**src/include/icache_macros.svh**
```systemverilog
`ifndef ICACHE_MACROS_SVH
`define ICACHE_MACROS_SVH

// byte address width.
`define ADDR_W 12

// cache geometry with 16-byte lines.
`define SETS 16
`define INDEX_W 4
`define WAYS 4
`define TAG_W 4

// backing store depth in lines.
`define MEM_LINES 256

// cycles from mem_req to mem_ack.
`define MEM_LAT 3

`endif

```
**src/logic/icache_pkg.sv**
```systemverilog
`include "icache_macros.svh"

package icache_pkg;

	// byte address into the line memory.
	typedef logic [`ADDR_W-1:0] addr_t;

	// one instruction or data word.
	typedef logic [31:0] word_t;

	// four words per line with word 0 in the low bits.
	typedef logic [127:0] line_t;

	// one bit per way.
	typedef logic [`WAYS-1:0] way_mask_t;

	// miss handling states.
	typedef enum logic [1:0] {
		ST_IDLE,	// waiting for a fetch.
		ST_REQ,		// refill request goes out.
		ST_WAIT		// waiting for the refill line.
	} icache_state_e;

	typedef enum logic {
		MEM_READ,
		MEM_WRITE
	} mem_op_e;

	// who holds the line memory right now.
	typedef enum logic [1:0] {
		OWN_NONE,
		OWN_ICACHE,
		OWN_DPORT
	} arb_owner_e;

endpackage

```
**src/logic/mem_arbiter.sv**
```systemverilog
`timescale 1ns/10ps
`include "icache_macros.svh"

module mem_arbiter (
	input  logic                  clk,
	input  logic                  rst,
	input  logic                  refill_req,
	input  icache_pkg::addr_t     refill_addr,
	input  logic                  dp_req,
	input  icache_pkg::mem_op_e   dp_op,
	input  icache_pkg::addr_t     dp_addr,
	input  icache_pkg::word_t     dp_wdata,
	input  logic                  mem_ack,
	input  icache_pkg::line_t     mem_rline,
	output logic                  refill_done,
	output icache_pkg::line_t     refill_line,
	output logic                  dp_done,
	output icache_pkg::word_t     dp_rdata,
	output logic                  mem_req,
	output icache_pkg::mem_op_e   mem_op,
	output icache_pkg::addr_t     mem_addr,
	output icache_pkg::word_t     mem_wdata
);

	localparam int OFF_W = `ADDR_W - `TAG_W - `INDEX_W;

	icache_pkg::arb_owner_e owner;
	icache_pkg::addr_t      ic_addr_q;
	icache_pkg::addr_t      dp_addr_q;
	icache_pkg::mem_op_e    dp_op_q;
	icache_pkg::word_t      dp_wdata_q;
	logic                   ic_pend;
	logic                   dp_pend;
	logic                   last_dp;
	logic                   grant_ic;
	logic                   grant_dp;

	// on a tie the side served last waits.
	assign grant_ic = (owner == icache_pkg::OWN_NONE) && ic_pend && (!dp_pend || last_dp);
	assign grant_dp = (owner == icache_pkg::OWN_NONE) && dp_pend && (!ic_pend || !last_dp);

	always_ff @(posedge clk) begin
		if (rst) begin
			owner       <= icache_pkg::OWN_NONE;
			ic_pend     <= 1'b0;
			dp_pend     <= 1'b0;
			last_dp     <= 1'b0;
			mem_req     <= 1'b0;
			refill_done <= 1'b0;
			dp_done     <= 1'b0;
		end else begin
			mem_req     <= grant_ic || grant_dp;
			refill_done <= 1'b0;
			dp_done     <= 1'b0;
			if (grant_ic) begin
				ic_pend <= 1'b0;
				owner   <= icache_pkg::OWN_ICACHE;
			end else if (grant_dp) begin
				dp_pend <= 1'b0;
				owner   <= icache_pkg::OWN_DPORT;
			end
			if (mem_ack) begin
				// hand the result back and free the memory.
				refill_done <= (owner == icache_pkg::OWN_ICACHE);
				dp_done     <= (owner == icache_pkg::OWN_DPORT);
				last_dp     <= (owner == icache_pkg::OWN_DPORT);
				owner       <= icache_pkg::OWN_NONE;
			end
			if (refill_req) begin
				ic_pend <= 1'b1;
			end
			if (dp_req) begin
				dp_pend <= 1'b1;
			end
		end
	end

	always_ff @(posedge clk) begin
		if (refill_req) begin
			ic_addr_q <= refill_addr;
		end
		if (dp_req) begin
			dp_op_q    <= dp_op;
			dp_addr_q  <= dp_addr;
			dp_wdata_q <= dp_wdata;
		end
		if (grant_ic) begin
			mem_op    <= icache_pkg::MEM_READ;	// refills only read.
			mem_addr  <= ic_addr_q;
			mem_wdata <= '0;
		end else if (grant_dp) begin
			mem_op    <= dp_op_q;
			mem_addr  <= dp_addr_q;
			mem_wdata <= dp_wdata_q;
		end
		if (mem_ack) begin
			refill_line <= mem_rline;
			dp_rdata    <= mem_rline[32*mem_addr[OFF_W-1:2] +: 32];	// addressed word.
		end
	end

endmodule

```
**config.mk**
```make
export PLATFORM = sky130hd
export DESIGN_NAME = mem_arbiter
export DESIGN_NICKNAME = d
export VERILOG_FILES = /design/src/logic/icache_pkg.sv /design/src/logic/mem_arbiter.sv
export VERILOG_INCLUDE_DIRS = /design/src /design/src/include
export SDC_FILE = /design/constraint.sdc
export NUM_CORES = 1
export LEC_CHECK = 0
export ABC_CLOCK_PERIOD_IN_PS = 4000
export BUFFER_PORTS_ARGS = -buffer_cell sky130_fd_sc_hd__buf_2
export CORE_AREA = 2 2 154 156
export DETAILED_ROUTE_END_ITERATION = 7
export DIE_AREA = 0 0 156 158
export PLACE_DENSITY = 0.69
export SYNTH_ARGS = -nofsm -noshare
export SYNTH_HDL_FRONTEND = slang
export SYNTH_SLANG_ARGS = --single-unit
```
**constraint.sdc**
```tcl
create_clock -name clk -period 4 [get_ports clk]
set_input_delay 0.6 -clock clk [delete_from_list [all_inputs] [get_ports clk]]
set_output_delay 0.6 -clock clk [all_outputs]
set_load 0.1 [all_outputs]
```
==> impl_results.md <==
* Worst path slowest cell: buf_2
* Unique masters post-synth at 27
* Mapped Nets at 571
* Largest net degree at the start of global routing at 96
* CP Max Fanout at 1
* Die width at 156 um
* XOR/XNOR Fraction of Synth Area at 0
* CTS tree: yes
* Internal reg-to-reg setup slack at 2190 ps
* Vias in the first global route at 5,293
* DP Area at 11,430 sq um
* IR Drop Worst-Case VDD at 0.4561 mV
* Antenna cells at 0
* Initial antenna violation count at 2
* Share of post-route cells with drive strength above 1 at 0.6364
* Fin area at 12,300 sq um
* Number of gates resized after CTS at 0
* Post-synth top cells: edfxtp_1 (229), dfxtp_1 (41), mux4_2 (32)
* Simple-gate share of the synthesized area at 0.008891
* Power per cell area at 646.8 nW/um^2
* Worst hold slack at 253.4 ps
* Yosys top cell area share at 0.7517
* Sequential element share of the synthesized area at 0.8415
* Slew Limit Fails at 0
* Nets at 987
* Num CTS Buffers at 27
* # IOs at 398
* Max-slew headroom at 0.3002
* Skew final at 19.42 ps
* Syn. warnings at 0
* Fill cells at 1,860
* #FFs+latches synth at 270
* Wirelength, routed at 22,790 um
* Synth Flop Type: edfxtp_1
* Crit path capture type: primary output
* Synth Area in Adders at 0
* Post-synth EDFFs at 229
* Combinational power share at 0.259
* DR DRC count at 0
* Std cell rows at 56
* Synth Area in Compound Gates at 0.04268
* Placer Congestion at 0.7682
* IO buf count at 397
* Drt pass-1 iters at 4
* Status: completed
* Post-route ant nets at 0
* Die ar. at 24,650 sq um
* Global-route usage over all layers at 0.1722
* Actual slew at the worst max-slew pin at 1050 ps
* Chip height at 158 um
* Tcrit/Tclk final at 0.4915
* Crit path time final at 1966 ps
* Clk sink count at 270
* Final Hold Violating Endpoints at 0
* Reg clk slew, reported paths at 60 ps
* Startpoint types: flop
* Pint at 5133 uW
* CP top delay family: buffers and inverters
* Setup TNS at 0 ps
* Worst Path Buf+Inv at 1
* Asr flop ratio synth at 0
* Core Box Area at 23,050 sq um
* Worst-path cell chain: buf_2
* Synthesized instance count at 381
* Synth Cell Area at 9148 sq um
* Largest family of logic cells by synthesized area: multiplexers
* Wire per inst at 20.64 um
* Switching pwr at 2820 uW
* Static Leak at 0.005095 uW
* Post-DP HPWL at 16,580 um
* Worst skew pair latency at 530 ps
* Count leader, synth: edfxtp_1
* Top cells by area, synth: edfxtp_1 (75%), dfxtp_1 (9.0%), mux4_2 (7.9%)
* Mux cell area share after synthesis at 0.09356
* Iter 0 DRT Violations at 290
* First-pass GRT wire length at 31,600 um
* Initial Util at 0.3968
* Root Driver: clkbuf_16
* CP arrival at 1370 ps
* Crit Path Category: reg2out
* Mean Syn Cell Area at 24.01 sq um
* Sequential power share at 0.431
* Gr ovfl total at 0
* # setup viols final at 0
* Setup Buffers After CTS at 0
* Layout area overhead at 34.41%
* Max-cap violations at 0
* Hold Buf Count CTS at 0
* # H-tree levels at 1
* Post-layout util at 0.5334
* Req. time, crit path at 3400 ps
* Synth area leader: edfxtp_1
* HP Class: in2reg
* RSZ-0062 raised after global routing: no
* Vias at 5,315
* Clock power share at 0.311
* Fmax at 0.5086 GHz
* Clock buffer depth at 3
* Detail-routed via count per cell at 4.814
* Sw frac at 0.3546
* Largest stage delay, worst path at 450 ps
[routing by layer]
metal,share of wire,track usage
met1,0.36,0.1979
met2,0.49,0.2899
met3,0.12,0.07391
met4,0.031,0.06029
met5,0.00092,0
[cells in the final DEF, fill, tap and decap left out]
cell type  count
buf_12         1
a21o_1         1
o21ba_2        1
dfxtp_1       41
clkbuf_8       2
nor2_8         1
nand3_2        1
inv_1          3
clkinv_2       4
a22o_2        28
clkbuf_1       4
nand2b_1       1
a22o_1         5
mux2_2        12
mux4_2        32
a211o_2        1
a21boi_0       2
nor4bb_1       1
o211a_1        1
o21ai_2        1
nor2_4         1
buf_6          1
clkinv_1       4
inv_6          2
buf_4          3
clkbuf_16     27
nor2_1         3
a21oi_1        1
edfxtp_1     229
buf_2        396
bufinv_16      3
and4bb_2       1
[metrics by stage]
step	instances	setup WS (ps)	total power, uW
after global routing	1104	1964	8201
after floorplan	381	1777	5142
after global placement	1058	1997	5537
after CTS	1104	2004	8024
after detailed placement	1058	1980	5550
final	1104	2034	7953
[final timing paths]
kind                        startpoint                          to  cells past startpoint
max          refill_line[44]$_DFFE_PP_             refill_line[44]                      1
min                        dp_addr[10]     dp_addr_q[10]$_DFFE_PP_                      1
max reg2reg      mem_addr[2]$_DFFE_PP_      dp_rdata[27]$_DFFE_PP_                      2
min reg2reg   dp_wdata_q[26]$_DFFE_PP_  mem_wdata[26]$_SDFFE_PP0P_                      1
[power groups by stage]
stage	sequential, uW	clock [uW]	combinational, uW
global placement	3480	0	2060
floorplan	4930	0	212
CTS	3430	2530	2070
finish	3420	2470	2060
global route	3450	2640	2110
detailed placement	3480	0	2070
[logic make-up (layout without fill, tap and decap cells)]
logic type | Yosys count | in the layout
simple gates | 9 | 9
buf+inv | 17 | 450
mux | 44 | 44
compound gates | 41 | 41
flops | 270 | 270
[layout make-up]
cell class | count | area [sq um] | share of cell area
clock inverter | 13 | 142.6 | 0.01160
timing repair buffer | 401 | 2036 | 0.1656
sequential | 270 | 7697 | 0.6260
clock buffer | 33 | 718.2 | 0.05841
tap | 290 | 362.8 | 0.02951
inverter | 3 | 11.26 | 0.0009158
multi-input combinational | 94 | 1328 | 0.1080
[registers in the layout, summed over array words and instances (netlist names), 2 cells and up]
name	cells
owner	2
mem_wdata	32
dp_rdata	32
ic_addr_q	12
dp_addr_q	12
dp_wdata_q	32
refill_line	128
mem_addr	12
No activity file was read; power rests on OpenSTA's default activity.
